File: config.mk
export PLATFORM = sky130hd
export DESIGN_NAME = result_stage
export DESIGN_NICKNAME = d
export VERILOG_FILES = /design/src/logic/rv_pkg.sv /design/src/logic/result_stage.sv
export SDC_FILE = /design/constraint.sdc
export NUM_CORES = 2
export LEC_CHECK = 0
export ABC_AREA = 1
export BUFFER_PORTS_ARGS = -buffer_cell sky130_fd_sc_hd__buf_2
export CAP_MARGIN = 20
export CORE_MARGIN = 2
export CORE_UTILIZATION = 39
export CTS_BUF_LIST = sky130_fd_sc_hd__clkbuf_4 sky130_fd_sc_hd__clkbuf_8 sky130_fd_sc_hd__clkbuf_16
export DETAILED_ROUTE_END_ITERATION = 7
export PLACE_DENSITY_LB_ADDON = 0.25
export SLEW_MARGIN = 10
export SYNTH_ARGS = -nofsm -noshare
export SYNTH_HDL_FRONTEND = slang
export SYNTH_SLANG_ARGS = --single-unit
File: constraint.sdc
create_clock -name clk -period 4.7 [get_ports clk]
set_clock_uncertainty 0.15 [all_clocks]
set_input_delay 1.175 -clock clk [delete_from_list [all_inputs] [get_ports clk]]
set_output_delay 1.175 -clock clk [all_outputs]
set_load 0.02 [all_outputs]
File: src/logic/rv_pkg.sv
`default_nettype none

package rv_pkg;

    typedef logic [63:0] xlen_t;      // data or address word
    typedef logic [31:0] inst_t;      // raw instruction
    typedef logic [4:0]  reg_idx_t;   // x0..x31
    typedef logic [6:0]  op_class_t;  // one-hot operation class
    typedef logic [3:0]  alu_op_t;    // {inst[30], funct3}

    localparam logic [6:0] OPC_LUI   = 7'b0110111;
    localparam logic [6:0] OPC_AUIPC = 7'b0010111;
    localparam logic [6:0] OPC_LOAD  = 7'b0000011;
    localparam logic [6:0] OPC_STORE = 7'b0100011;
    localparam logic [6:0] OPC_ALU_R = 7'b0110011;
    localparam logic [6:0] OPC_ALU_I = 7'b0010011;

    localparam inst_t INST_EBREAK = 32'h0010_0073;  // whole word, not just opcode

    // bit positions inside op_class_t
    localparam int CLS_LUI    = 0;
    localparam int CLS_AUIPC  = 1;
    localparam int CLS_LOAD   = 2;
    localparam int CLS_STORE  = 3;
    localparam int CLS_ALU_R  = 4;
    localparam int CLS_ALU_I  = 5;
    localparam int CLS_EBREAK = 6;

    localparam alu_op_t ALU_ADD  = 4'b0000;
    localparam alu_op_t ALU_SUB  = 4'b1000;  // alt bit set
    localparam alu_op_t ALU_SLL  = 4'b0001;
    localparam alu_op_t ALU_SLT  = 4'b0010;
    localparam alu_op_t ALU_SLTU = 4'b0011;
    localparam alu_op_t ALU_XOR  = 4'b0100;
    localparam alu_op_t ALU_SRL  = 4'b0101;
    localparam alu_op_t ALU_SRA  = 4'b1101;  // alt bit set
    localparam alu_op_t ALU_OR   = 4'b0110;
    localparam alu_op_t ALU_AND  = 4'b0111;

    // classes that end with a register write
    function automatic logic writes_rd(op_class_t cls);
        return cls[CLS_LUI] | cls[CLS_AUIPC] | cls[CLS_LOAD] | cls[CLS_ALU_R] | cls[CLS_ALU_I];
    endfunction

endpackage

`default_nettype wire

File: src/logic/result_stage.sv
`timescale 1ns/10ps
`default_nettype none

module result_stage #(
    parameter int DMEM_WORDS = 64
) (
    input  logic              clk,
    input  logic              rst_n,
    input  logic              ex_valid,
    input  rv_pkg::op_class_t ex_class,
    input  rv_pkg::reg_idx_t  ex_rd,
    input  rv_pkg::xlen_t     ex_result,
    input  rv_pkg::xlen_t     ex_store_data,
    output logic              rs_wen,
    output rv_pkg::reg_idx_t  rs_rd,
    output logic              wb_valid,
    output rv_pkg::reg_idx_t  wb_rd,
    output rv_pkg::xlen_t     wb_data
);
    import rv_pkg::*;

    localparam int IW = $clog2(DMEM_WORDS);

    logic          r_valid;
    op_class_t     r_class;
    xlen_t         r_result;     // alu value or load address
    xlen_t         dmem [DMEM_WORDS];
    logic [IW-1:0] st_idx;       // word index of incoming sd
    logic [IW-1:0] ld_idx;       // word index of ld in this stage

    always_ff @(posedge clk or negedge rst_n) begin
        if (!rst_n) r_valid <= 1'b0;
        else r_valid <= ex_valid;
    end

    always_ff @(posedge clk) begin
        r_class  <= ex_class;
        rs_rd    <= ex_rd;
        r_result <= ex_result;
    end

    // byte address -> dword index, wraps modulo DMEM_WORDS
    assign st_idx = ex_result[3 +: IW];
    assign ld_idx = r_result[3 +: IW];

    always_ff @(posedge clk) begin
        if (ex_valid && ex_class[CLS_STORE]) dmem[st_idx] <= ex_store_data;  // on entry
    end

    assign rs_wen   = r_valid && writes_rd(r_class);   // still in flight for decode
    assign wb_valid = rs_wen && rs_rd != '0;           // x0 writes dropped here
    assign wb_rd    = rs_rd;
    assign wb_data  = r_class[CLS_LOAD] ? dmem[ld_idx] : r_result;

    a_mem_aligned: assert property (@(posedge clk) disable iff (!rst_n)
        ex_valid && (ex_class[CLS_LOAD] || ex_class[CLS_STORE]) |-> ex_result[2:0] == 3'b000)
        else $error("misaligned ld/sd address %h", ex_result);

endmodule

`default_nettype wire

* After elaboration in Yosys (flattened, before gate mapping)
Memory sizes are Yosys's and may differ from the RTL's. A register that Yosys moved wholly into a read port is not among the register bits. Cells that the tools add are included.
Cells by class: bitwise operators 4, muxes and demuxes 3, reductions and logical operators 4
Operators by type and width (number):
- 64-bit 2-to-1 mux | 1
- 5-bit nonzero test | 1
- 1-bit OR | 4
- 1-bit logical AND | 3
- 1-bit 2-to-1 mux | 2
Word-level totals: word-level logic and storage cells 16, register bits 76, memories 1, input bits 143, output and inout port bits 76, memory bits (writable) 4096
Memory list:
- dmem | depth 64, bits a word 64, rd ports 1, clocked after memory_dff 1, write ports 1, RTL line result_stage.sv:27 | xlen_t dmem [DMEM_WORDS];

* Depth between registers and ports, before layout
word-level depth 6, depth in mapped cells 14, depth with buffers taken out 11

* Least setup slack after synthesis
No wires, ideal clock.
kind input-to-reg, start point in ex_valid, end point mem dmem[0][0] (netlist bit), enable pin, data arrival time 4.343 ns, setup time 0.487 ns, path slack -0.280 ns, cell stages on the path 4, data required time 4.063 ns, path through nand2_1 inv_1 nand4_1 nor2_1
On the way: word-level cells in the longest chain between the ends 3
RTL lines:
- start: declaration | RTL line result_stage.sv:9 | input logic ex_valid,
- 1-bit logical AND | RTL line result_stage.sv:47 | if (ex_valid && ex_class[CLS_STORE]) dmem[st_idx] <= ex_store_data;
- 1-bit 2-to-1 mux | RTL line result_stage.sv:47
- 1-bit 2-to-1 mux (not written as such) | RTL line result_stage.sv:47
- end: declaration | RTL line result_stage.sv:27
Every way passes these cells.

==> impl_results.md <==
- Register area: 125,000 µm²
- Failing checks: DRC, setup timing
- Root Buffer: clkbuf_16
- DRC: 3
- CP Buf/Inv Count: 5
- Slowest Stage Delay on Critical Path: 490 ps
- Maximum vdd drop: 0.000310 V
- TritonCTS clock tree: yes
- Die width: 657 µm
- Syn nets: 13,744
- Clk sinks: 4,171
- Post-synth EDFFs: 4,096
- Vias in the first global route: 103,185
- Final WS setup: -103 ps
- PD cells: 409 nW/µm²
- IO Port Bufs: 217
- Req. time, crit path: 3380 ps
- Post-synth top flop: edfxtp_1
- Final period utilization: 102%
- Share of layout cells above drive strength 1: 12.7%
- Commonest non-fill, non-tap cell in the layout: nand2_1
- Most used cell along the critical path: nand3_1
- CP Max Fanout: 25
- CP Launch Type: register
- Worst-path clk slew: 60 ps
- Net count, final: 14,109
- Vias per cell: 5.62
- Synth Cell Area: 166,000 µm²
- I/O pin cnt: 219
- Critical Path AT: 3480 ps
- Post-synthesis cell type count: 24
- Number of warnings issued by yosys: 0
- Worst min path class: input pin to register
- Grt total ovfl: 0
- Fillers: 37,520
- Cell row count: 239
- Yosys reg bits: 4,171
- Initial antenna violation count: 70
- Via count: 112,974
- Gpl congestion: 0.813
- H-tree depth: 5
- Tmin final: 4800 ps
- Hpwl dp: 289,000 µm
- Cell family with most CP delay: buffers and inverters
- Max Cap Viol: 0
- Total CTS buffers: 432
- FMAX: 208 MHz
- Layout area overhead: 17.9%
- Initial Util: 39.2%
- CP cell instances: buf_16 > buf_12 > buf_4 > nand3_1 > nand3_1 > nand3_1 > nand2_2 > nand2_1 > nand3_1 > buf_4 > buf_2
- TritonRoute pass-1 iters: 8
- Area of the core: 424,000 µm²
- Outcome: finished, violations left
- Sequential area share after synthesis: 74.8%
- Routed wire length: 583,000 µm
- Relative slew slack: 23.4%
- Final Hold Viols: 0
- Setup crit end kind: primary output
- CP max-delay cell: dfxtp_4
- Share of flip-flops with an asynchronous set or reset: 0.0240%
- Clock buffer depth: 4
- Synthesized area per cell: 12.2 µm²
- Worst slack on hold paths: 112 ps
- Max Transition Viols Final: 0
- Setup TNS: -414 ps
- Overall routing resource usage: 26.0%
- Final total power: 80.2 mW
- Starting DRT DRC Count: 14,627
- RSZ-0062 raised after global routing: true
- WS Path Type: register to primary output
- Final ANT Viol Nets: 0
- Worst Max-Slew Pin Slew: 1150 ps
- Die Y: 657 µm
- Multi-input logic area: 38,200 µm²
- Largest net degree at the start of global routing: 101
- First-pass GRT wire length: 803,000 µm
- Endpoints failing setup: 10
- Most frequent cells in the layout: nand2_1, edfxtp_1, nand3_1
- Routed WL per cell: 29.0 µm
- Leakage: 69.7 nW
- Full die area: 432,000 µm²
- Mapped Cells: 13,601
## flip-flops by register name, indices dropped and copies added (netlist names)
name	flops
r_valid	1
rs_rd	5
r_class	5
r_result	64
dmem	4096
## per-stage QoR
| stage | instance area [µm²] | instances | utilization (%) | setup slack [ps] |
|---|---|---|---|---|
| after global routing | 196000 | 20074 | 46.2 | -134 |
| after floorplan | 166000 | 13601 | - | -280 |
| after global placement | 176000 | 19014 | 41.5 | 444 |
| after detailed placement | 176000 | 19015 | 41.5 | 429 |
| after CTS | 194000 | 19929 | 45.7 | -120 |
| final | 196000 | 20090 | 46.2 | -103 |
## report_power, final
group | total [mW] | internal [mW] | switching (mW)
registers | 41.1 | 41.0 | 0.0681
logic | 5.63 | 1.72 | 3.91
clock network | 33.5 | 19.0 | 14.5
## cell type report
class	instances	area share, %
sequential	4171	63.5
timing repair buffer	827	6.03
clock inverter	234	0.914
tap	5663	3.61
clock buffer	568	6.10
timing repair inverter	5	0.0408
antenna	93	0.119
inverter	100	0.240
multi-input combinational	8429	19.5
## repair_timing
item | in CTS | in global routing
resized for setup | 366 | 192
endpoints found under the hold margin | 1 | 0
gates cloned | 66 | 26
hold buffers | 1 | 0
pin swaps | 27 | 36
setup endpoints to repair | 64 | 64
setup buffers | 47 | 24
## path summary, 6_finish.rpt
check / from / to / slack [ps] / cells after the start
worst min-delay path: ex_result[18] / r_result[18] / 110 / 1
min in group asynchronous: rst_n / r_valid / 350 / 2
max in group asynchronous: rst_n / r_valid / 3970 / 2
worst max-delay path: r_result[5] / wb_data[48] / -100 / 11
## routing by layer
metal  share of wire, %  global-route usage (%)
met1                 40                    35.4
met3                9.1                    4.14
met2                 46                    41.2
met4                5.0                    11.9
met5              0.028                       0
## Yosys cell counts (6+ instances only)
| master | count | area (µm²) |
|---|---|---|
| nand2_1 | 4453 | 16700 |
| edfxtp_1 | 4096 | 123000 |
| nand3_1 | 3870 | 19400 |
| buf_2 | 443 | 2220 |
| buf_4 | 181 | 1360 |
| clkbuf_1 | 127 | 477 |
| buf_1 | 97 | 364 |
| inv_1 | 94 | 353 |
| nor2_1 | 76 | 285 |
| dfxtp_1 | 74 | 1480 |
| buf_6 | 51 | 574 |
| nand4_1 | 8 | 50.1 |
| o211ai_1 | 7 | 52.6 |
| or2_2 | 6 | 37.5 |
## cell families (layout without fill, tap and decap cells)
kind of cell           after synthesis  count (layout)  synth area share, %
other                                0              93                    0
AND/OR/NAND/NOR                   8415            8415                 21.9
buffers and inverters             1001            1734                 3.24
flip-flops                        4171            4171                 74.8
AO/OA/AOI/OAI                       14              14               0.0526
No activity file was read; power rests on OpenSTA's default activity.
