`config.mk`:
```
export PLATFORM = sky130hd
export DESIGN_NAME = inst_queue
export DESIGN_NICKNAME = d
export VERILOG_FILES = /design/src/logic/rv_pkg.sv /design/src/logic/inst_queue.sv
export SDC_FILE = /design/constraint.sdc
export NUM_CORES = 1
export LEC_CHECK = 0
export ABC_CLOCK_PERIOD_IN_PS = 9700
export BUFFER_PORTS_ARGS = -buffer_cell sky130_fd_sc_hd__clkbuf_2
export CAP_MARGIN = 20
export CORE_MARGIN = 8
export CORE_UTILIZATION = 40
export CTS_CLUSTER_DIAMETER = 80
export DETAILED_ROUTE_END_ITERATION = 10
export SLEW_MARGIN = 20
export SYNTH_ARGS = -nofsm -noshare
export SYNTH_HDL_FRONTEND = slang
export SYNTH_SLANG_ARGS = --single-unit
```
`constraint.sdc`:
```
create_clock -name clk -period 9.7 [get_ports clk]
set_clock_uncertainty 0.2 [all_clocks]
set_input_delay 0.97 -clock clk [delete_from_list [all_inputs] [get_ports clk]]
set_output_delay 0.97 -clock clk [all_outputs]
set_load 0.05 [all_outputs]
```
`src/logic/rv_pkg.sv`:
```
`default_nettype none

package rv_pkg;

    typedef logic [63:0] xlen_t;      // data or address word
    typedef logic [31:0] inst_t;      // raw instruction
    typedef logic [4:0]  reg_idx_t;   // x0..x31
    typedef logic [6:0]  op_class_t;  // one-hot operation class
    typedef logic [3:0]  alu_op_t;    // {inst[30], funct3}

    localparam logic [6:0] OPC_LUI   = 7'b0110111;
    localparam logic [6:0] OPC_AUIPC = 7'b0010111;
    localparam logic [6:0] OPC_LOAD  = 7'b0000011;
    localparam logic [6:0] OPC_STORE = 7'b0100011;
    localparam logic [6:0] OPC_ALU_R = 7'b0110011;
    localparam logic [6:0] OPC_ALU_I = 7'b0010011;

    localparam inst_t INST_EBREAK = 32'h0010_0073;  // whole word, not just opcode

    // bit positions inside op_class_t
    localparam int CLS_LUI    = 0;
    localparam int CLS_AUIPC  = 1;
    localparam int CLS_LOAD   = 2;
    localparam int CLS_STORE  = 3;
    localparam int CLS_ALU_R  = 4;
    localparam int CLS_ALU_I  = 5;
    localparam int CLS_EBREAK = 6;

    localparam alu_op_t ALU_ADD  = 4'b0000;
    localparam alu_op_t ALU_SUB  = 4'b1000;  // alt bit set
    localparam alu_op_t ALU_SLL  = 4'b0001;
    localparam alu_op_t ALU_SLT  = 4'b0010;
    localparam alu_op_t ALU_SLTU = 4'b0011;
    localparam alu_op_t ALU_XOR  = 4'b0100;
    localparam alu_op_t ALU_SRL  = 4'b0101;
    localparam alu_op_t ALU_SRA  = 4'b1101;  // alt bit set
    localparam alu_op_t ALU_OR   = 4'b0110;
    localparam alu_op_t ALU_AND  = 4'b0111;

    // classes that end with a register write
    function automatic logic writes_rd(op_class_t cls);
        return cls[CLS_LUI] | cls[CLS_AUIPC] | cls[CLS_LOAD] | cls[CLS_ALU_R] | cls[CLS_ALU_I];
    endfunction

endpackage

`default_nettype wire

```
`src/logic/inst_queue.sv`:
```
`timescale 1ns/10ps
`default_nettype none

module inst_queue #(
    parameter int QUEUE_DEPTH    = 8,
    parameter int QUEUE_ALM_FULL = 6
) (
    input  logic          clk,
    input  logic          rst_n,
    input  logic          push,
    input  rv_pkg::xlen_t push_pc,
    input  rv_pkg::inst_t push_inst,
    input  logic          pop,
    output rv_pkg::xlen_t head_pc,
    output rv_pkg::inst_t head_inst,
    output logic          empty,
    output logic          alm_full
);
    import rv_pkg::*;

    localparam int AW = $clog2(QUEUE_DEPTH);
    localparam logic [AW:0] ALM_LVL  = (AW + 1)'(QUEUE_ALM_FULL);
    localparam logic [AW:0] FULL_LVL = (AW + 1)'(QUEUE_DEPTH);

    xlen_t         pc_mem [QUEUE_DEPTH];    // pc and inst share one slot index
    inst_t         inst_mem [QUEUE_DEPTH];
    logic [AW-1:0] wr_ptr;                  // wraps, depth is a power of two
    logic [AW-1:0] rd_ptr;
    logic [AW:0]   count;                   // occupancy
    logic          do_push;
    logic          do_pop;

    assign empty    = count == '0;
    assign alm_full = count >= ALM_LVL;     // inverted into inst_ready at the top
    assign do_push  = push && !alm_full;    // matches the valid/ready transfer rule
    assign do_pop   = pop && !empty;

    always_ff @(posedge clk or negedge rst_n) begin
        if (!rst_n) begin
            wr_ptr <= '0;
            rd_ptr <= '0;
            count  <= '0;
        end else begin
            if (do_push) wr_ptr <= wr_ptr + 1'b1;
            if (do_pop) rd_ptr <= rd_ptr + 1'b1;
            count <= count + {{AW{1'b0}}, do_push} - {{AW{1'b0}}, do_pop};
        end
    end

    always_ff @(posedge clk) begin
        if (do_push) begin
            pc_mem[wr_ptr]   <= push_pc;
            inst_mem[wr_ptr] <= push_inst;
        end
    end

    assign head_pc   = pc_mem[rd_ptr];      // head entry, valid when !empty
    assign head_inst = inst_mem[rd_ptr];

    a_no_overflow: assert property (@(posedge clk) disable iff (!rst_n)
        do_push |-> count != FULL_LVL) else $error("inst_queue push while full");
    a_no_underflow: assert property (@(posedge clk) disable iff (!rst_n)
        pop |-> !empty) else $error("inst_queue pop while empty");

endmodule

`default_nettype wire

```
# Word-level counts from Yosys, hierarchy flattened
# Memories as Yosys holds them, arrays and structs flattened.
# Index checks and enable logic that the tools add are counted.
classes:
  n_reduce_logical: 5
  muxes: 2
  add_sub_neg: 4
  n_lt_le_gt_ge: 1
ops:
  columns: ["operator", "n"]
  rows:
  - ["$add A3 B1 Y3 const B", 2]
  - ["$add A4 B1 Y4", 1]
  - ["$ge A4 B3 Y1 const B", 1]
  - ["$logic_not A4 Y1", 1]
  - ["$sub A4 B1 Y4", 1]
  - ["$logic_and A1 B1 Y1", 2]
  - ["$logic_not A1 Y1", 2]
  - ["$mux W1", 2]
word_totals:
  mem_count: 2
  elab_cells: 17
  reg_bits: 10
  output_inout_bits: 98
  mem_bits_rw: 768
  input_bits: 100
mem_list:
  columns: ["name", "words", "width", "read_ports", "rd_ports_with_merged_regs", "write_ports", "line_no", "rtl"]
  rows:
  - ["pc_mem", 8, 64, 1, 0, 1, "inst_queue.sv:25", "xlen_t pc_mem [QUEUE_DEPTH];"]
  - ["inst_mem", 8, 32, 1, 0, 1, "inst_queue.sv:26", "inst_t inst_mem [QUEUE_DEPTH];"]

# Depth between registers and ports, before layout
depth:
  ltp_word: 5
  depth_mapped: 11
  depth_no_buf: 11

# Worst setup path after synthesis
# Ideal clock, no wire load.
synth_timing:
  path_type: "input port to flip-flop"
  start: "input push"
  end: "memory inst_mem[1][0] (netlist name) (enable)"
  path_buffers: 0
  required_ns: 8.832
  slack_ns: 0.979
  setup_ns: 0.668
  path_stages: 3
  arrival_time_ns: 7.853
  cell_sequence: "nor2b_1 > nand3_1 > nor3_1"
synth_between:
  elab_chain_len: 3
synth_lines:
  columns: ["item", "line_no", "rtl"]
  rows:
  - ["start: declaration", "inst_queue.sv:10", "input logic push,"]
  - ["$logic_and A1 B1 Y1", "inst_queue.sv:35", "assign do_push = push && !alm_full;"]
  - ["$mux W1", "inst_queue.sv:51", "if (do_push) begin"]
  - ["$mux W1 (implied by the code)", "inst_queue.sv:53", "inst_mem[wr_ptr] <= push_inst;"]
  - ["end: declaration", "inst_queue.sv:26", null]
# Every way passes these cells.

# Worst setup path in the final report
layout_timing:
  start: "register rd_ptr[0]"
  end: "output head_pc[49]"
layout_between:
  elab_chain_len: 1
layout_lines:
  columns: ["item", "line_no", "rtl"]
  rows:
  - ["start: declaration", "inst_queue.sv:28", "logic [AW-1:0] rd_ptr;"]
  - ["start signal: assignment", "inst_queue.sv:45", "if (do_pop) rd_ptr <= rd_ptr + 1'b1;"]
  - ["$mem_v2 Z8 W64", null, null]
  - ["end: declaration", "inst_queue.sv:14", "output rv_pkg::xlen_t head_pc,"]
# Every way passes these cells.

==> summary.txt <==
Status -> finished, final reports clean
Power spent charging and discharging nets -> 3.85 mW
Area after detailed placement -> 31500 sq um
Portion of synthesized cell area occupied by the leading cell type -> 78.4%
Post CTS Setup Buffer Count -> 0
I/O pin total -> 198
Final design instance area without fill -> 34100 sq um
Number of CTS-inserted buffers -> 82
TritonCTS clock tree -> built
Sequential group share of total power -> 39.1%
Number of enable-type register cells in the synthesized netlist -> 768
Avg WL per Cell -> 24.3 microns
Clock slew seen by the registers of the worst setup and hold paths -> 60 ps
Minimum clock period after layout -> 4910 ps
Pin count of the biggest net entering global routing -> 133
Synth warn -> 0
Type of the worst setup path -> reg2out
Nets in the synthesized netlist -> 1278
Main area contributors after synthesis -> sky130_fd_sc_hd__edfxtp_1 78%, sky130_fd_sc_hd__mux4_2 15%, sky130_fd_sc_hd__mux2_2 3.8%
H-Tree Level Count -> 3
DIE AREA -> 82500 sq um
Filler cell count in the final layout -> 6043
Worst Hold End -> count[0]
Synthesized area -> 29400 sq um
Residual DRC count -> 0
HPWL after detailed placement -> 31.0 mm
Most frequent standard cell in the layout excluding fill and tap cells -> sky130_fd_sc_hd__edfxtp_1
Leakage power -> 11.0 nW
Power per cell area -> 321 nW/um^2
Global-route usage over all layers -> 14.4%
Global-route wire length before repair -> 89.8 mm
Vias per std cell -> 5.20
Register-to-register setup slack -> 5870 ps
Floorplan die height -> 287 microns
Share of cells above drive strength 1 -> 42.4%
Clock sink total -> 778
Vias in the first global route -> 14000
Depth of the worst hold-timing path -> 1
Antenna violation net count after detailed routing -> 0
Sequential cell area -> 23300 sq um
Final GP Congestion -> 0.670
Number of instances in the synthesized netlist -> 1169
Type of destination of the critical path -> output port
Drt first pass iters -> 5
Maximum clock frequency -> 203 MHz
Number of nets in the layout -> 1528
Area of the multi-input gates -> 5770 sq um
Sw Ratio -> 35.2%
FF-to-FF End -> pc_mem[0][63]
Slew headroom -> 30.4%
Count of endpoints failing setup in the final report -> 0
Routed vias -> 12700
Deepest clock path buffer count -> 3
Critical Path AT -> 3740 ps
Clk root buf -> sky130_fd_sc_hd__clkbuf_16
Max-cap violations -> 0
Max-slew violation count -> 0
Std-Cell Core Area -> 72800 sq um
Post-synthesis register bit count -> 778
P&R area growth vs syn -> 15.8%
Critical Path Start Type -> register
Average footprint of a synthesized cell -> 25.2 sq um
Clk network pwr share -> 26.5%
Slew at the pin closest to its max-slew limit -> 1040 ps
Share of flip-flops with an asynchronous set or reset after synthesis -> 1.29%
Later-pin clock latency in the skew report -> 600 ps
Proportion of synthesized chip area in sequential cells -> 79.3%
Commonest non-fill, non-tap cells in the layout -> 768 x sky130_fd_sc_hd__edfxtp_1, 197 x sky130_fd_sc_hd__clkbuf_2, 192 x sky130_fd_sc_hd__mux4_2
Logic gate share of total power -> 34.4%
Source of the worst hold timing path -> count[0]
Total overflow reported by the global router -> 0
CP Max Fanout -> 78
Final core occ -> 46.8%
Wirelength, routed -> 59.4 mm
Top flip-flop cell by instance count after synthesis -> sky130_fd_sc_hd__edfxtp_1
Number of hold-slack violations in the final timing report -> 0
Unrepaired setup endpoints after global routing -> false
Worst vdd rail ir drop -> 0.281 mV
Starting density of the core -> 40.4%
Number of distinct library cells after synthesis -> 23
Number of port buffers -> 197
Initial antenna violation count -> 6
Class of the tightest hold or removal check -> reg2reg
1st-iter DRT viols -> 745
Total Power Consumption -> 10.9 mW
Fin Setup TNS -> 0 ps
Chip width -> 287 microns
Largest area contributor in the synthesized netlist -> sky130_fd_sc_hd__edfxtp_1
Internal power contribution -> 7.09 mW
Share of the clock period used by the worst path after layout -> 50.7%
Register-to-Register Path Depth -> 7
Data required time at the worst endpoint -> 8530 ps
Worst R2R Start -> count[3]
Row count -> 99
area by class of cell:
type	count	share of cell area [%]
antenna	3	0.0220
sequential	778	68.5
clock buffer	100	6.35
inverter	8	0.0882
multi-input combinational	329	17.0
tap	959	3.52
clock inverter	47	1.01
timing repair buffer	220	3.58
sequential cells by signal, summed over array words and instances (netlist names):
name,cells
rd_ptr,3
wr_ptr,3
inst_mem,256
count,4
pc_mem,512
what timing repair did:
item | in CTS | in global routing
hold buffers | 1 | 0
endpoints found under the hold margin | 10 | 0
resized for setup | 0 | 0
Yosys cell counts, types with 3 or more instances:
cell / instances
sky130_fd_sc_hd__edfxtp_1: 768
sky130_fd_sc_hd__mux4_2: 192
sky130_fd_sc_hd__xnor2_1: 4
sky130_fd_sc_hd__buf_6: 19
sky130_fd_sc_hd__buf_1: 14
sky130_fd_sc_hd__nand2_1: 5
sky130_fd_sc_hd__dfrtp_1: 10
sky130_fd_sc_hd__nor2_1: 7
sky130_fd_sc_hd__inv_1: 8
sky130_fd_sc_hd__clkbuf_1: 16
sky130_fd_sc_hd__ha_1: 8
sky130_fd_sc_hd__mux2_2: 98
sky130_fd_sc_hd__buf_2: 5
sky130_fd_sc_hd__nand2b_1: 3
through the flow:
stage               std cells  setup WS (ps)  hold slack (ps)
floorplan                1169            979              280
global placement         2292           5240              293
detailed placement       2292           5160              297
CTS                      2440           4650              310
global route             2441           4420              331
finish                   2444           4790              305
cell families (layout without fill, tap and decap cells):
| kind of cell | Yosys count | count (layout) | synth area share, % |
|---|---|---|---|
| adder cells (fa/ha/maj) | 9 | 9 | 0.408 |
| AO/OA/AOI/OAI | 2 | 2 | 0.0425 |
| multiplexers | 290 | 290 | 18.5 |
| AND/OR/NAND/NOR | 22 | 22 | 0.357 |
| XOR/XNOR | 6 | 6 | 0.179 |
| flip-flops | 778 | 778 | 79.3 |
| other | 0 | 3 | 0 |
| buffers and inverters | 62 | 375 | 1.30 |
power by group through the flow:
| stage | Combinational (mW) | Sequential, mW | Clock (mW) |
|---|---|---|---|
| 2_1_floorplan | 3.12 | 4.21 | 0 |
| 3_3_place_gp | 3.84 | 4.35 | 0 |
| 3_5_place_dp | 3.85 | 4.36 | 0 |
| 4_1_cts | 3.86 | 4.29 | 2.99 |
| 5_1_grt | 4.00 | 4.32 | 3.11 |
| 6_report | 3.76 | 4.28 | 2.90 |
critical path: stages, from the launching register on:
cell and delay [ps]:
sky130_fd_sc_hd__dfrtp_4 980, sky130_fd_sc_hd__buf_12 380, sky130_fd_sc_hd__buf_16 430, sky130_fd_sc_hd__mux4_2 590
sky130_fd_sc_hd__mux2_2 290, sky130_fd_sc_hd__clkbuf_2 260
routing by layer:
metal	global-route usage (%)	wire length, microns	part of all wire (%)	vias to the layer above
met5	0	27	0.045	-
met4	3.74	1110	1.9	4
met3	3.40	2980	5.0	90
met2	25.0	30800	52	260
met1	18.2	24400	41	6832
li1	-	-	-	5522
worst max path at each step:
stage	start	end	slack, ps	depth (start not counted)
final	rd_ptr[0]	head_pc[49]	4790	5
after global routing	rd_ptr[0]	head_inst[5]	4420	5
after floorplan	push	inst_mem[1][0]	980	3
after global placement	push	pc_mem[0][63]	5240	6
after CTS	rd_ptr[0]	head_pc[44]	4650	4
after detailed placement	push	pc_mem[0][63]	5160	6
Power figures use the tool's default switching activity.
