File: src/logic/rv_pkg.sv
`default_nettype none

package rv_pkg;

    typedef logic [63:0] xlen_t;      // data or address word
    typedef logic [31:0] inst_t;      // raw instruction
    typedef logic [4:0]  reg_idx_t;   // x0..x31
    typedef logic [6:0]  op_class_t;  // one-hot operation class
    typedef logic [3:0]  alu_op_t;    // {inst[30], funct3}

    localparam logic [6:0] OPC_LUI   = 7'b0110111;
    localparam logic [6:0] OPC_AUIPC = 7'b0010111;
    localparam logic [6:0] OPC_LOAD  = 7'b0000011;
    localparam logic [6:0] OPC_STORE = 7'b0100011;
    localparam logic [6:0] OPC_ALU_R = 7'b0110011;
    localparam logic [6:0] OPC_ALU_I = 7'b0010011;

    localparam inst_t INST_EBREAK = 32'h0010_0073;  // whole word, not just opcode

    // bit positions inside op_class_t
    localparam int CLS_LUI    = 0;
    localparam int CLS_AUIPC  = 1;
    localparam int CLS_LOAD   = 2;
    localparam int CLS_STORE  = 3;
    localparam int CLS_ALU_R  = 4;
    localparam int CLS_ALU_I  = 5;
    localparam int CLS_EBREAK = 6;

    localparam alu_op_t ALU_ADD  = 4'b0000;
    localparam alu_op_t ALU_SUB  = 4'b1000;  // alt bit set
    localparam alu_op_t ALU_SLL  = 4'b0001;
    localparam alu_op_t ALU_SLT  = 4'b0010;
    localparam alu_op_t ALU_SLTU = 4'b0011;
    localparam alu_op_t ALU_XOR  = 4'b0100;
    localparam alu_op_t ALU_SRL  = 4'b0101;
    localparam alu_op_t ALU_SRA  = 4'b1101;  // alt bit set
    localparam alu_op_t ALU_OR   = 4'b0110;
    localparam alu_op_t ALU_AND  = 4'b0111;

    // classes that end with a register write
    function automatic logic writes_rd(op_class_t cls);
        return cls[CLS_LUI] | cls[CLS_AUIPC] | cls[CLS_LOAD] | cls[CLS_ALU_R] | cls[CLS_ALU_I];
    endfunction

endpackage

`default_nettype wire

File: src/logic/decode_stage.sv
`timescale 1ns/10ps
`default_nettype none

module decode_stage (
    input  logic              clk,
    input  logic              rst_n,
    input  logic              inst_valid,
    input  rv_pkg::xlen_t     inst_pc,
    input  rv_pkg::inst_t     inst_word,
    input  logic              q_empty,
    input  rv_pkg::xlen_t     q_pc,
    input  rv_pkg::inst_t     q_inst,
    input  rv_pkg::xlen_t     rf_rdata_a,
    input  rv_pkg::xlen_t     rf_rdata_b,
    input  logic              ex_wen,
    input  rv_pkg::reg_idx_t  ex_rd,
    input  logic              rs_wen,
    input  rv_pkg::reg_idx_t  rs_rd,
    output logic              q_push,
    output logic              q_pop,
    output rv_pkg::reg_idx_t  rf_raddr_a,
    output rv_pkg::reg_idx_t  rf_raddr_b,
    output logic              id_valid,
    output rv_pkg::op_class_t id_class,
    output rv_pkg::alu_op_t   id_alu_op,
    output rv_pkg::reg_idx_t  id_rd,
    output rv_pkg::xlen_t     id_src_a,
    output rv_pkg::xlen_t     id_src_b,
    output rv_pkg::xlen_t     id_imm,
    output rv_pkg::xlen_t     id_pc,
    output logic              halted
);
    import rv_pkg::*;

    logic       dr_valid;    // decode register holds an instruction
    xlen_t      dr_pc;
    inst_t      dr_inst;
    logic [6:0] opcode;
    logic [2:0] funct3;
    logic       uses_rs1;
    logic       uses_rs2;
    logic       hit_a;
    logic       hit_b;
    logic       stall;
    logic       is_ebreak;
    logic       take;        // decode register loads this edge

    assign opcode     = dr_inst[6:0];
    assign funct3     = dr_inst[14:12];
    assign rf_raddr_a = dr_inst[19:15];  // rs1
    assign rf_raddr_b = dr_inst[24:20];  // rs2
    assign id_rd      = dr_inst[11:7];
    assign id_pc      = dr_pc;
    assign id_src_a   = rf_rdata_a;
    assign id_src_b   = rf_rdata_b;

    always_comb begin
        id_class             = '0;              // unknown opcode -> no class
        id_class[CLS_LUI]    = opcode == OPC_LUI;
        id_class[CLS_AUIPC]  = opcode == OPC_AUIPC;
        id_class[CLS_LOAD]   = opcode == OPC_LOAD;
        id_class[CLS_STORE]  = opcode == OPC_STORE;
        id_class[CLS_ALU_R]  = opcode == OPC_ALU_R;
        id_class[CLS_ALU_I]  = opcode == OPC_ALU_I;
        id_class[CLS_EBREAK] = dr_inst == INST_EBREAK;
    end

    // bit 30 is the alternate bit only for R ops and for srai
    assign id_alu_op = {dr_inst[30] & (id_class[CLS_ALU_R] | funct3 == 3'b101), funct3};

    always_comb begin
        if (id_class[CLS_STORE]) begin
            id_imm = {{52{dr_inst[31]}}, dr_inst[31:25], dr_inst[11:7]};  // S form
        end else if (id_class[CLS_LUI] || id_class[CLS_AUIPC]) begin
            id_imm = {{32{dr_inst[31]}}, dr_inst[31:12], 12'b0};          // U form
        end else begin
            id_imm = {{52{dr_inst[31]}}, dr_inst[31:20]};                 // I form, shamt too
        end
    end

    // interlock on producers still in execute or result
    assign uses_rs1 = id_class[CLS_LOAD] | id_class[CLS_STORE] |
                      id_class[CLS_ALU_R] | id_class[CLS_ALU_I];
    assign uses_rs2 = id_class[CLS_STORE] | id_class[CLS_ALU_R];
    assign hit_a = uses_rs1 && rf_raddr_a != '0 &&
                   ((ex_wen && ex_rd == rf_raddr_a) || (rs_wen && rs_rd == rf_raddr_a));
    assign hit_b = uses_rs2 && rf_raddr_b != '0 &&
                   ((ex_wen && ex_rd == rf_raddr_b) || (rs_wen && rs_rd == rf_raddr_b));
    assign stall     = dr_valid && (hit_a || hit_b);
    assign is_ebreak = dr_valid && id_class[CLS_EBREAK];

    assign take     = !stall && !halted && !is_ebreak;  // ebreak parks in the register
    assign q_pop    = take && !q_empty;
    assign q_push   = inst_valid && !(take && q_empty);  // else bypass into decode
    assign id_valid = dr_valid && !stall && !halted;

    always_ff @(posedge clk or negedge rst_n) begin
        if (!rst_n) begin
            dr_valid <= 1'b0;
            halted   <= 1'b0;
        end else begin
            if (take) dr_valid <= q_empty ? inst_valid : 1'b1;
            if (is_ebreak) halted <= 1'b1;   // sticky until reset
        end
    end

    always_ff @(posedge clk) begin
        if (take) begin
            dr_pc   <= q_empty ? inst_pc : q_pc;
            dr_inst <= q_empty ? inst_word : q_inst;
        end
    end

    a_class_onehot: assert property (@(posedge clk) disable iff (!rst_n)
        dr_valid |-> $onehot0(id_class)) else $error("decode class not one-hot");

endmodule

`default_nettype wire

File: config.mk
export PLATFORM = sky130hd
export DESIGN_NAME = decode_stage
export DESIGN_NICKNAME = d
export VERILOG_FILES = /design/src/logic/rv_pkg.sv /design/src/logic/decode_stage.sv
export SDC_FILE = /design/constraint.sdc
export NUM_CORES = 1
export LEC_CHECK = 0
export BUFFER_PORTS_ARGS = -buffer_cell sky130_fd_sc_hd__buf_2
export CAP_MARGIN = 20
export CORE_AREA = 4 4 239 241
export CTS_BUF_LIST = sky130_fd_sc_hd__clkbuf_8 sky130_fd_sc_hd__clkbuf_16
export DETAILED_ROUTE_END_ITERATION = 8
export DIE_AREA = 0 0 243 245
export SLEW_MARGIN = 20
export SYNTH_ARGS = -nofsm -noshare
export SYNTH_HDL_FRONTEND = slang
export SYNTH_SLANG_ARGS = --single-unit
File: constraint.sdc
create_clock -name clk -period 6.3 [get_ports clk]
set_input_delay 0.315 -clock clk [delete_from_list [all_inputs] [get_ports clk]]
set_output_delay 0.315 -clock clk [all_outputs]
set_load 0.05 [all_outputs]
## Word level (Yosys, flattened, before mapping)

Index checks and enable logic that the tools add are counted.

- Register bits: 98
- Input bits: 336
- Output and inout bits: 286
- Word-level logic and storage cells: 55

- Equality and inequality tests: 12
- Mux-type cells: 5
- Bitwise operators: 6
- Reduce and logical (&&, ||, !) cells: 28

Operator list:

| cell | count |
|---|---|
| 2-to-1 mux 64 bit | 1 |
| 2-to-1 mux 31 bit | 2 |
| == test 32 x 21 -> 1 bit (second input constant) | 1 |
| 2-to-1 mux 32 bit | 1 |
| == test 7 x 6 -> 1 bit (second input constant) | 3 |
| == test 5 bit | 4 |
| logical AND 1 bit | 17 |
| == test 7 x 5 -> 1 bit (second input constant) | 2 |
| nonzero test 5 bit | 2 |
| == test 7 x 2 -> 1 bit (second input constant) | 1 |
| zero test 1 bit | 5 |
| OR 1 bit | 5 |
| logical OR 1 bit | 4 |
| == test 3 bit (second input constant) | 1 |
| AND 1 bit | 1 |
| 2-to-1 mux 1 bit | 1 |

## Logic depth before layout (Yosys ltp)

Gate-level depths: netlist (run 1).

- Depth in word-level cells: 14
- Mapped depth: 6
- Mapped depth without buffers: 5

## Least setup slack after synthesis (run 1)

Ideal clock, no wire load.

- Path type: register to register
- Start: register dr_inst[24]
- End: register dr_inst[0] (enable)
- Library setup time: 0.551 ns
- Arrival time: 5.507 ns
- Required time: 5.749 ns
- Path slack: 0.242 ns
- Stages on the path, launching flop included: 5
- Buffers on the path: 0
- Period minus slack after synthesis: 6.058 ns
- Path through: edfxtp_1 -> or4_4 -> o2111a_1 -> a32o_2 -> nor2_1

- Cells in the longest elaborated chain, start to end: 9
- Elaborated cells between the ends (all ways): 16
- Those cells by class: eq/ne (3); reduce/logical (13)

Ends and longest elaborated chain:

| element | line | RTL |
|---|---|---|
| from (decl) | decode_stage.sv:37 | `inst_t dr_inst;` |
| from (signal assigned) | decode_stage.sv:110 | `dr_inst <= q_empty ? inst_word : q_inst;` |
| == test 5 bit | decode_stage.sv:88 | `((ex_wen && ex_rd == rf_raddr_b) \|\| (rs_wen && rs_rd == rf_raddr_b));` |
| logical AND 1 bit | decode_stage.sv:88 |  |
| logical OR 1 bit | decode_stage.sv:88 |  |
| logical AND 1 bit | decode_stage.sv:87 | `assign hit_b = uses_rs2 && rf_raddr_b != '0 &&` |
| logical OR 1 bit | decode_stage.sv:89 | `assign stall = dr_valid && (hit_a \|\| hit_b);` |
| logical AND 1 bit | decode_stage.sv:89 |  |
| zero test 1 bit | decode_stage.sv:92 | `assign take = !stall && !halted && !is_ebreak;` |
| logical AND 1 bit | decode_stage.sv:92 |  |
| logical AND 1 bit (*) | decode_stage.sv:92 |  |
| via take | decode_stage.sv:46 | `logic take;` |

The timed path passes the listed nets; every way through them passes the cells marked *.
A chain may end at the register's enable or synchronous reset.

## Worst setup path after layout (run 1)

- Start: register dr_inst[24]
- End: register dr_pc[2] (netlist: id_pc[2]) (enable)

- Cells in the longest elaborated chain, start to end: 9
- Elaborated cells between the ends (all ways): 16
- Those cells by class: eq/ne (3); reduce/logical (13)

Ends and longest elaborated chain:

| element | line | RTL |
|---|---|---|
| == test 5 bit | decode_stage.sv:88 |  |
| logical AND 1 bit | decode_stage.sv:88 |  |
| logical OR 1 bit | decode_stage.sv:88 |  |
| logical AND 1 bit | decode_stage.sv:87 |  |
| logical OR 1 bit | decode_stage.sv:89 |  |
| logical AND 1 bit | decode_stage.sv:89 |  |
| zero test 1 bit | decode_stage.sv:92 |  |
| logical AND 1 bit | decode_stage.sv:92 |  |
| logical AND 1 bit (*) | decode_stage.sv:92 |  |
| via take | decode_stage.sv:46 |  |
| to (signal assigned) | decode_stage.sv:109 | `dr_pc <= q_empty ? inst_pc : q_pc;` |
| to (decl) | decode_stage.sv:36 | `xlen_t dr_pc;` |

Marked as above.

==> impl_results.md, run 1 <==
* Status: completed
* Total Routing Usage GR at 10.8%
* Asr flop ratio synth at 2.04%
* Setup ws final at 3.10 ns
* Initial DRC count at 161
* Synth Flop Type: edfxtp_1
* Nets at 1025
* Critical Path Start: dr_inst[24]
* FP Rows at 86
* Boundary Pins at 622
* Fin crit period at 3.20 ns
* GR Layer Usage met3 at 5.55%
* Num CTS Buffers at 9
* Fmax at 313 MHz
* Gr ovfl total at 0
* Data arrival, critical path at 3.23 ns
* Critical Path Start Type: flop
* H-tree Lvls at 3
* Main combinational cell family by area after synthesis: buffers and inverters
* P&R area growth vs syn at 27.0%
* RePlAce Congestion at 0.793
* Final Max Tran Viols at 0
* Final Hold Viols at 0
* First-pass GRT wire length at 42300 microns
* Largest net degree at the start of global routing at 69
* Synth Area in Compound Gates at 4.07%
* Die width at 243 microns
* Worst setup EP type: flop
* Fraction of layout cells with a size suffix above 1 at 70.5%
* Min Hold Slack at 0.238 ns
* Antenna violation net count after detailed routing at 0
* Yosys reg bits at 98
* Util after Layout at 14.4%
* Vias in the first global route at 4666
* Buffers on Ports at 365
* Routing usage on met2 at 21.2%
* Post-Syn Instances at 506
* Period utilization at 50.8%
* Worst Setup EP: id_pc[2]
* Crit path max fanout at 68
* Sequential cell area fraction in the yosys report at 47.2%
* Critical Path RT at 6.33 ns
* Crit Path Class: reg -> reg
* TritonCTS clock tree: built
* Adder-Cell Fraction of Synth Area at 0%
* Clk buf depth at 2
* Sink Count at 98
* Filler cells at 6187
* Hold WC Path Type: in -> reg
* P per Cell Area at 254 mW/mm^2
* Avg Inst Size Synth at 12.3 sq um
* 1st-pass router iterations at 4
* Final Setup Violations at 0
* Detailed Place HPWL at 30400 microns
* DIE HEIGHT at 245 microns
* Mapped cell area at 0.00621 sq mm
* Simple-gate area share of the yosys netlist at 5.46%
* R2R depth at 5
* Unique masters post-synth at 38
* EDFF count, synth at 96
* Die Area at 0.0595 sq mm
* Residual DRC at 0
* Grt met1 use at 9.42%
* Worst reg2reg setup slack at 3.10 ns
* Warning count from the yosys run at 0
* Syn nets at 842
* Initial antenna violation count at 15
* Vias per cell at 3.23
* Pre-CTS WS at 3.09 ns
* Worst Skew at 0.0139 ns
* Reg2Reg Capture Point: id_pc[2]
* Critical R2R Launch: dr_inst[24]
* Max_slew headroom at 36.4%
* Worst-path clk slew at 0.08 ns
* Drt wl/cell at 24.5 microns
* Initial Util at 11.3%
* Via count at 4516
* CTS root buf: clkbuf_16
* Leakage Power at 3.39 nW
* RSZ-0062 raised after global routing: no
* Max-Cap Viols at 0
* Fin Setup TNS at 0 ns
* Post-CTS Setup Bufs at 0
* Core area at 0.0549 sq mm
* VDD IR max at 0.142 mV
* Tightest Pin Transition at 0.952 ns
* Synth Area in XOR/XNOR at 2.82%
* Busiest grt layer: met2
* Post-Route WL at 34300 microns
* Clock latency on the worst-skew pair at 0.37 ns
* Mux cell area share after synthesis at 17.4%
how the worst min path moves through the flow:
stage | start | to | cells after the start
4_1_cts | inst_word[30] | dr_inst[30] | 2
3_5_place_dp | rst_n | dr_valid | 1
5_1_grt | inst_pc[39] | id_pc[39] | 2
6_report | inst_pc[24] | id_pc[24] | 2
3_3_place_gp | rst_n | dr_valid | 1
2_1_floorplan | rst_n | dr_valid | 0
layer usage:
layer | vias to the layer above | routed length, microns
met4 | 4 | 960
met3 | 70 | 4630
met2 | 410 | 18600
met5 | - | 27
met1 | 2052 | 10100
li1 | 1980 | -
repair_timing:
action	4_1_cts	5_1_grt
hold buffers	1	0
gates resized for setup	0	0
endpoints found under the hold margin	2	0
cell type report:
type                       count  area (sq um)  share of cell area, %
clock buffer                   9           225                   2.85
sequential                    98          2930                   37.2
multi-input combinational    208          1870                   23.6
clock inverter                 7          92.6                   1.17
inverter                       2          7.51                 0.0951
timing repair buffer         370          1880                   23.8
tap                          704           881                   11.2
antenna                        2          5.00                 0.0634
per-stage QoR:
step	area, sq um	std cells	power, mW
floorplan	6210	506	1.45
global placement	7560	1381	1.42
detailed placement	7560	1381	1.42
CTS	7890	1398	2.04
global route	7890	1398	2.09
finish	7890	1400	2.00
cells in the mapped netlist (all sizes together), types with 3 or more instances:
library cell	n	area share (%)
buf	182	22
nor2	4	0.24
a21o	19	2.3
nor4	3	0.30
clkbuf	16	0.97
nor3b	4	0.48
or4	4	0.54
edfxtp	96	46
o21ai	5	0.40
nor3	4	0.32
and2	8	0.81
mux2	96	17
nand2	18	1.1
nand4	4	0.40
xnor2	20	2.8
state kept, by name, summed over array words and instances, names as in the netlist:
register,count
id_pc,64
halted,1
dr_valid,1
dr_inst,32
cell usage in the layout (no fill, tap or decap), drive strengths merged, types with 2 or more instances in the layout:
cell and n:
a21o 19, and3 2, nor3 4, dfrtp 2, and2 8, edfxtp 96, or4 4, o22ai 2
nor2 4, o21ai 5, mux2 96, clkbuf 9, xnor2 20, nor3b 4, inv 5, buf 369
nor4b 2, nand4 4, clkinv 3, diode 2, nor4 3, nand2 18
power by group:
| group | switching (mW) | internal (mW) |
|---|---|---|
| sequential | 0.0323 | 0.771 |
| combinational | 0.425 | 0.167 |
| clock | 0.288 | 0.319 |
critical path: stages (launching register included):
cell and delay (ns):
edfxtp_1 0.51, or4_4 0.62, o2111a_1 0.25, a32o_2 0.26, nor2_4 0.73, buf_12 0.42
cells by family (layout without fill, tap and decap cells):
family / count (synthesis) / count (layout)
buf+inv: 200 / 388
flops: 98 / 98
mux: 96 / 96
simple gates: 58 / 58
compound gates: 34 / 34
xor+xnor: 20 / 20
other cells: 0 / 2
(Power assumes the default switching activity.)
==> inputs of run 2 (changes only) <==
ABC_AREA = 1   (was default)
CORE_AREA = 4 4 237 239   (was 4 4 239 241)
DIE_AREA = 0 0 241 243   (was 0 0 243 245)
clock period = 3.3 ns   (was 6.3 ns; I/O delays follow)
==> run 2 against run 1 <==
Net effect: critical path depth increased by 5; cell area increased by 3.0%; cell count increased by 7.1%; combinational power increased by 96%.
==> impl_results.md, run 2 <==
* Initial antenna violation count at 13
* P per Cell Area at 457 mW/mm^2
* EDFF count, synth at 96
* Total Routing Usage GR at 12.2%
* Synth Flop Type: edfxtp_1
* Residual DRC at 0
* Gr ovfl total at 0
* Fraction of layout cells with a size suffix above 1 at 62.6%
* First-pass GRT wire length at 47000 microns
* Post-CTS Resized at 0
* Yosys top cell area share at 44.9%
* Sequential cell area fraction in the yosys report at 45.7%
* Post-Route WL at 38100 microns
* Leakage Power at 3.69 nW
* Post-DP Area at 0.00783 sq mm
* Max-Cap Viols at 0
* Filler cells at 6072
* Data arrival, critical path at 2.59 ns
* Num CTS Buffers at 9
* Initial DRC count at 201
* Hold Crit Start: inst_word[14]
* Clk buf depth at 2
* Crit path max fanout at 7
* Min-Delay Endpoint: dr_inst[14]
* Critical R2R Launch: dr_inst[15]
* Top cells by count, synth: buf_4, edfxtp_1, mux2_2
* Sink Count at 98
* Worst-path clk slew at 0.07 ns
* CTS root buf: clkbuf_16
* FP Rows at 85
* Largest net degree at the start of global routing at 49
* Max reg flops at 64
* P&R area growth vs syn at 26.6%
* Yosys reg bits at 98
* Biggest area consumer among synthesized cells: edfxtp_1
* Drt wl/cell at 25.4 microns
* Final Setup Violations at 0
* 1st-pass router iterations at 4
* Period utilization at 83.6%
* Final Hold Viols at 0
* Vias in the first global route at 5181
* Design Power at 3.72 mW
* Status: completed
* Asr flop ratio synth at 2.04%
* Clock latency on the worst-skew pair at 0.37 ns
* Die Area at 0.0586 sq mm
* Hold Path Depth at 2
* Avg Inst Size Synth at 10.6 sq um
* Fin area at 0.00813 sq mm
* Nets at 1133
* Mapped cell area at 0.00642 sq mm
* Critical Path Start Type: flop
* VDD IR max at 0.249 mV
* Final Max Tran Viols at 0
* Syn nets at 941
* Unique masters post-synth at 28
* Crit Path Class: reg -> out
* TritonCTS clock tree: built
* Detailed Place HPWL at 34400 microns
* Antenna violation net count after detailed routing at 0
* Cell with the most instances after synthesis: buf_4
* Boundary Pins at 622
* Hold WC Path Type: in -> reg
* Fin Setup TNS at 0 ns
* Reg2Reg Capture Point: id_pc[2]
* Buffers on Ports at 365
* RePlAce Congestion at 0.877
* Max_slew headroom at 55.2%
* Fmax at 363 MHz
* Worst reg2reg setup slack at 0.59 ns
* Critical Path RT at 3.13 ns
* Via count at 5007
* Worst Skew at 0.00724 ns
* Commonest cells after routing, fill and taps aside: buf_2, mux2_2, edfxtp_1
* Fin crit period at 2.76 ns
* Warning count from the yosys run at 0
* Core area at 0.0538 sq mm
* DIE HEIGHT at 243 microns
* Vias per cell at 3.34
* R2R depth at 9
* Largest cells by area after synthesis: edfxtp_1, buf_4, mux2_2, nand2_1, nor2_1
* Tightest Pin Transition at 0.672 ns
* Die width at 241 microns
* RSZ-0062 raised after global routing: no
* Post-Syn Instances at 605
* H-tree Lvls at 3
* Commonest non-fill, non-tap cell in the layout: buf_2
* Worst setup EP type: output pin
* Initial Util at 11.9%
-- run 2: cell count changes in the layout (fill, tap and decap cells not counted), sizes merged, moves of 8 or more --
| cell | delta |
|---|---|
| and2 | -8 |
| a21o | -19 |
| xnor2 | -20 |
| nor2 | +37 |
| o21ai | +20 |
| nand3 | +15 |
| nand2 | +56 |
| inv | +40 |
-- run 2: logic make-up after synthesis --
logic type / share of synthesized area, %
buffers and inverters: 24.7
multiplexers: 16.8
flip-flops: 45.7
AO/OA/AOI/OAI: 2.18
AND/OR/NAND/NOR: 10.6
-- run 2: layout make-up --
class	instances	area, sq um	share of cell area (%)
timing repair buffer	374	1960	24.1
sequential	98	2930	36.1
antenna	2	5.00	0.0616
tap	696	871	10.7
inverter	44	176	2.17
clock buffer	9	225	2.77
multi-input combinational	270	1900	23.4
clock inverter	7	55.1	0.677
-- run 2: power breakdown --
part	switching (mW)	internal, mW
Clock	0.509	0.520
Combinational	0.847	0.310
Sequential	0.0589	1.47
Total	1.42	2.30
-- run 2: how the worst max path moves through the flow --
| stage | endpoint | startpoint | slack (ns) | depth (start not counted) |
|---|---|---|---|---|
| finish | id_valid | dr_inst[15] | 0.54 | 10 |
| floorplan | dr_inst[0] | dr_inst[31] | 0.08 | 8 |
| global placement | id_pc[4] | dr_inst[15] | 0.45 | 9 |
| CTS | id_valid | dr_inst[15] | 0.36 | 10 |
| global route | id_pc[2] | dr_inst[15] | 0.33 | 9 |
| detailed placement | id_pc[29] | dr_inst[15] | 0.47 | 9 |
-- run 2: metrics by stage --
stage	utilization [%]	hold WS, ns	setup WS (ns)	cells
after floorplan	-	-0.131	0.0839	605
after global placement	14.6	-0.00972	0.454	1481
after detailed placement	14.6	-0.0109	0.472	1481
after CTS	15.1	0.0654	0.360	1498
after global routing	15.1	0.0894	0.327	1499
final	15.1	0.0971	0.543	1500
-- run 2: critical path, cell delays in order, from the launching register on --
cell      delay [ns]
edfxtp_1        0.51
inv_1           0.33
nand2_1         0.09
nand2_1         0.08
nor2_1          0.04
nand3_1         0.08
nand2_1         0.06
nand2_1         0.07
nand2_2         0.06
nor3b_1         0.53
buf_2           0.38
-- run 2: what timing repair did --
action | in CTS | in global routing
endpoints found under the hold margin | 2 | 0
hold buffers | 1 | 0
endpoints found under the setup margin | 0 | 0
setup buffers | 0 | 0
-- run 2: layer usage --
layer	vias to the layer above	global-route usage [%]	wire length, microns
met5	-	0.0842	0
met4	0	4.52	1250
met3	74	8.26	6640
met2	469	25.2	21600
met1	2221	8.01	8610
li1	2243	-	-
==> inputs of run 3 (changes only) <==
CORE_AREA = 4 4 239 241   (was 4 4 237 239)
DIE_AREA = 0 0 243 245   (was 0 0 241 243)
clock period = 2.4 ns   (was 3.3 ns; I/O delays follow)
==> run 3 against run 2 <==
Net effect: global-route usage decreased by 0.10 points; count of clock-buffer cells in the layout unchanged; worst hold slack got worse by 0.034 ns; register-to-register slack got worse by 0.28 ns; largest cell class unchanged; cell area increased by 5.0%; setup slack got worse by 0.43 ns; clock power increased by 43%; utilization increased by 0.45 points; via count increased by 1.3%; sequential share of layout area decreased by 1.7 points; sequential cell count unchanged; clock skew about the same.
==> impl_results.md, run 3 (synthesis results as in run 2) <==
* Most frequent CP cell: nor3_4
* Placed insts at 1503
* Boundary Pins at 622
* Drt wl/cell at 24.9 microns
* Fmax at 438 MHz
* Vias per cell at 3.32
* Max-Cap Viols at 0
* Data arrival, critical path at 2.16 ns
* Worst-path clk slew at 0.07 ns
* Critical Path RT at 2.28 ns
* Max_slew headroom at 71.6%
* Final Setup Violations at 0
* Die width at 243 microns
* Clock latency on the worst-skew pair at 0.36 ns
* Detailed Place HPWL at 34700 microns
* Via count at 5071
* Vias in the first global route at 5320
* Critical R2R Launch: dr_inst[17]
* Crit path depth at 8
* CTS root buf: clkbuf_16
* Status: completed
* Fin Setup TNS at 0 ns
* Min Hold Slack at 0.0626 ns
* Die Area at 0.0595 sq mm
* RSZ-0062 raised after global routing: yes
* Worst Skew at 0.00721 ns
* Family with the most delay on the worst path: simple AND/OR/NAND/NOR gates
* Worst-path cell chain: nand2_1 -> nor3_4 -> nand2_4 -> nor3_4 -> inv_2 -> nand3_1 -> o21ai_1 -> buf_2
* R2R depth at 12
* H-tree Lvls at 3
* Layout Cells excl Fill at 1526
* Total Routing Usage GR at 12.1%
* Area of the multi-input gates at 0.00193 sq mm
* Crit Path Class: reg -> out
* Design Power at 5.28 mW
* P&R area growth vs syn at 32.9%
* First-pass GRT wire length at 47900 microns
* Crit path max fanout at 10
* 1st-pass router iterations at 4
* Max reg flops at 64
* FP Rows at 86
* Filler cells at 6147
* TritonCTS clock tree: built
* Commonest cells after routing, fill and taps aside: buf_2, mux2_2, edfxtp_1
* Residual DRC at 0
* Initial Util at 11.7%
* Critical Path Start: dr_inst[0]
* Antenna violation net count after detailed routing at 0
* Storage element area at 0.00293 sq mm
* Post-DP Area at 0.00815 sq mm
* Worst setup EP type: output pin
* Pre-CTS WS at 0.0981 ns
* P per Cell Area at 619 mW/mm^2
* Worst Setup EP: id_imm[3]
* Critical Path Start Type: flop
* Largest net degree at the start of global routing at 40
* Gr ovfl total at 0
* Clk buf depth at 2
* Crit path max-delay cell type: edfxtp_1
* Setup ws final at 0.116 ns
* Final Max Tran Viols at 0
* Reg2Reg Capture Point: id_pc[41]
* Initial DRC count at 163
* Fin crit period at 2.28 ns
* Nets at 1152
* Fin area at 0.00853 sq mm
* Tightest Pin Transition at 0.423 ns
* Leakage Power at 3.85 nW
* Post-Route WL at 38000 microns
* Sink Count at 98
* Hold WC Path Type: in -> reg
* Fraction of layout cells with a size suffix above 1 at 63.9%
* Period utilization at 95.2%
* Initial antenna violation count at 12
* RePlAce Congestion at 0.847
* Core area at 0.0549 sq mm
* VDD IR max at 0.414 mV
* Buffers on Ports at 365
* CP max stage delay at 0.34 ns
* Final Hold Viols at 0
* CP bufs+invs at 2
* Util after Layout at 15.5%
* DIE HEIGHT at 245 microns
* Worst reg2reg setup slack at 0.31 ns
* Num CTS Buffers at 9
* Commonest non-fill, non-tap cell in the layout: buf_2
-- run 3: cell count changes in the layout (fill, tap and decap cells not counted), sizes merged --
cell      change
diode         -1
clkbuf        +1
buf          +18
clkinv        -2
bufinv        +1
clkinvlp      +1
-- run 3: timing repair --
| action | CTS | global route |
|---|---|---|
| gates cloned | 0 | 0 |
| endpoints found under the hold margin | 2 | 0 |
| buffers inserted | 0 | 5 |
| pin swaps | 0 | 0 |
| endpoints found under the setup margin | 6 | 11 |
| resized for setup | 7 | 6 |
| hold buffers | 1 | 0 |
-- run 3: final cells by class --
type | count | share of cell area [%]
Antenna cell | 1 | 0.0293
Tap cell | 704 | 10.3
Clock inverter | 7 | 0.792
Timing Repair Buffer | 393 | 27.1
Clock buffer | 9 | 2.64
Inverter | 44 | 2.10
Sequential cell | 98 | 34.4
Multi-Input combinational cell | 270 | 22.6
-- run 3: worst min path at each step --
stage | startpoint | end | slack (ns) | cells after the start
3_3_place_gp | rst_n | halted | -0.09 | 1
3_5_place_dp | rst_n | halted | -0.09 | 1
5_1_grt | inst_pc[25] | id_pc[25] | 0.04 | 2
4_1_cts | inst_pc[27] | id_pc[27] | 0.02 | 2
6_report | inst_word[14] | dr_inst[14] | 0.06 | 2
2_1_floorplan | rst_n | dr_valid | -0.18 | 0
-- run 3: per-layer routing --
| metal | track usage [%] | vias up | part of all wire (%) |
|---|---|---|---|
| met5 | 0 | - | 0.061 |
| met4 | 4.26 | 4 | 3.5 |
| met3 | 7.60 | 61 | 15 |
| met2 | 25.2 | 449 | 57 |
| met1 | 8.47 | 2278 | 25 |
| li1 | - | 2279 | - |
-- run 3: report_power, final --
part           internal [mW]  switching, mW  leakage, nW
combinational          0.520           1.19         2.67
sequential              2.02         0.0755         1.04
clock                  0.807          0.662        0.145
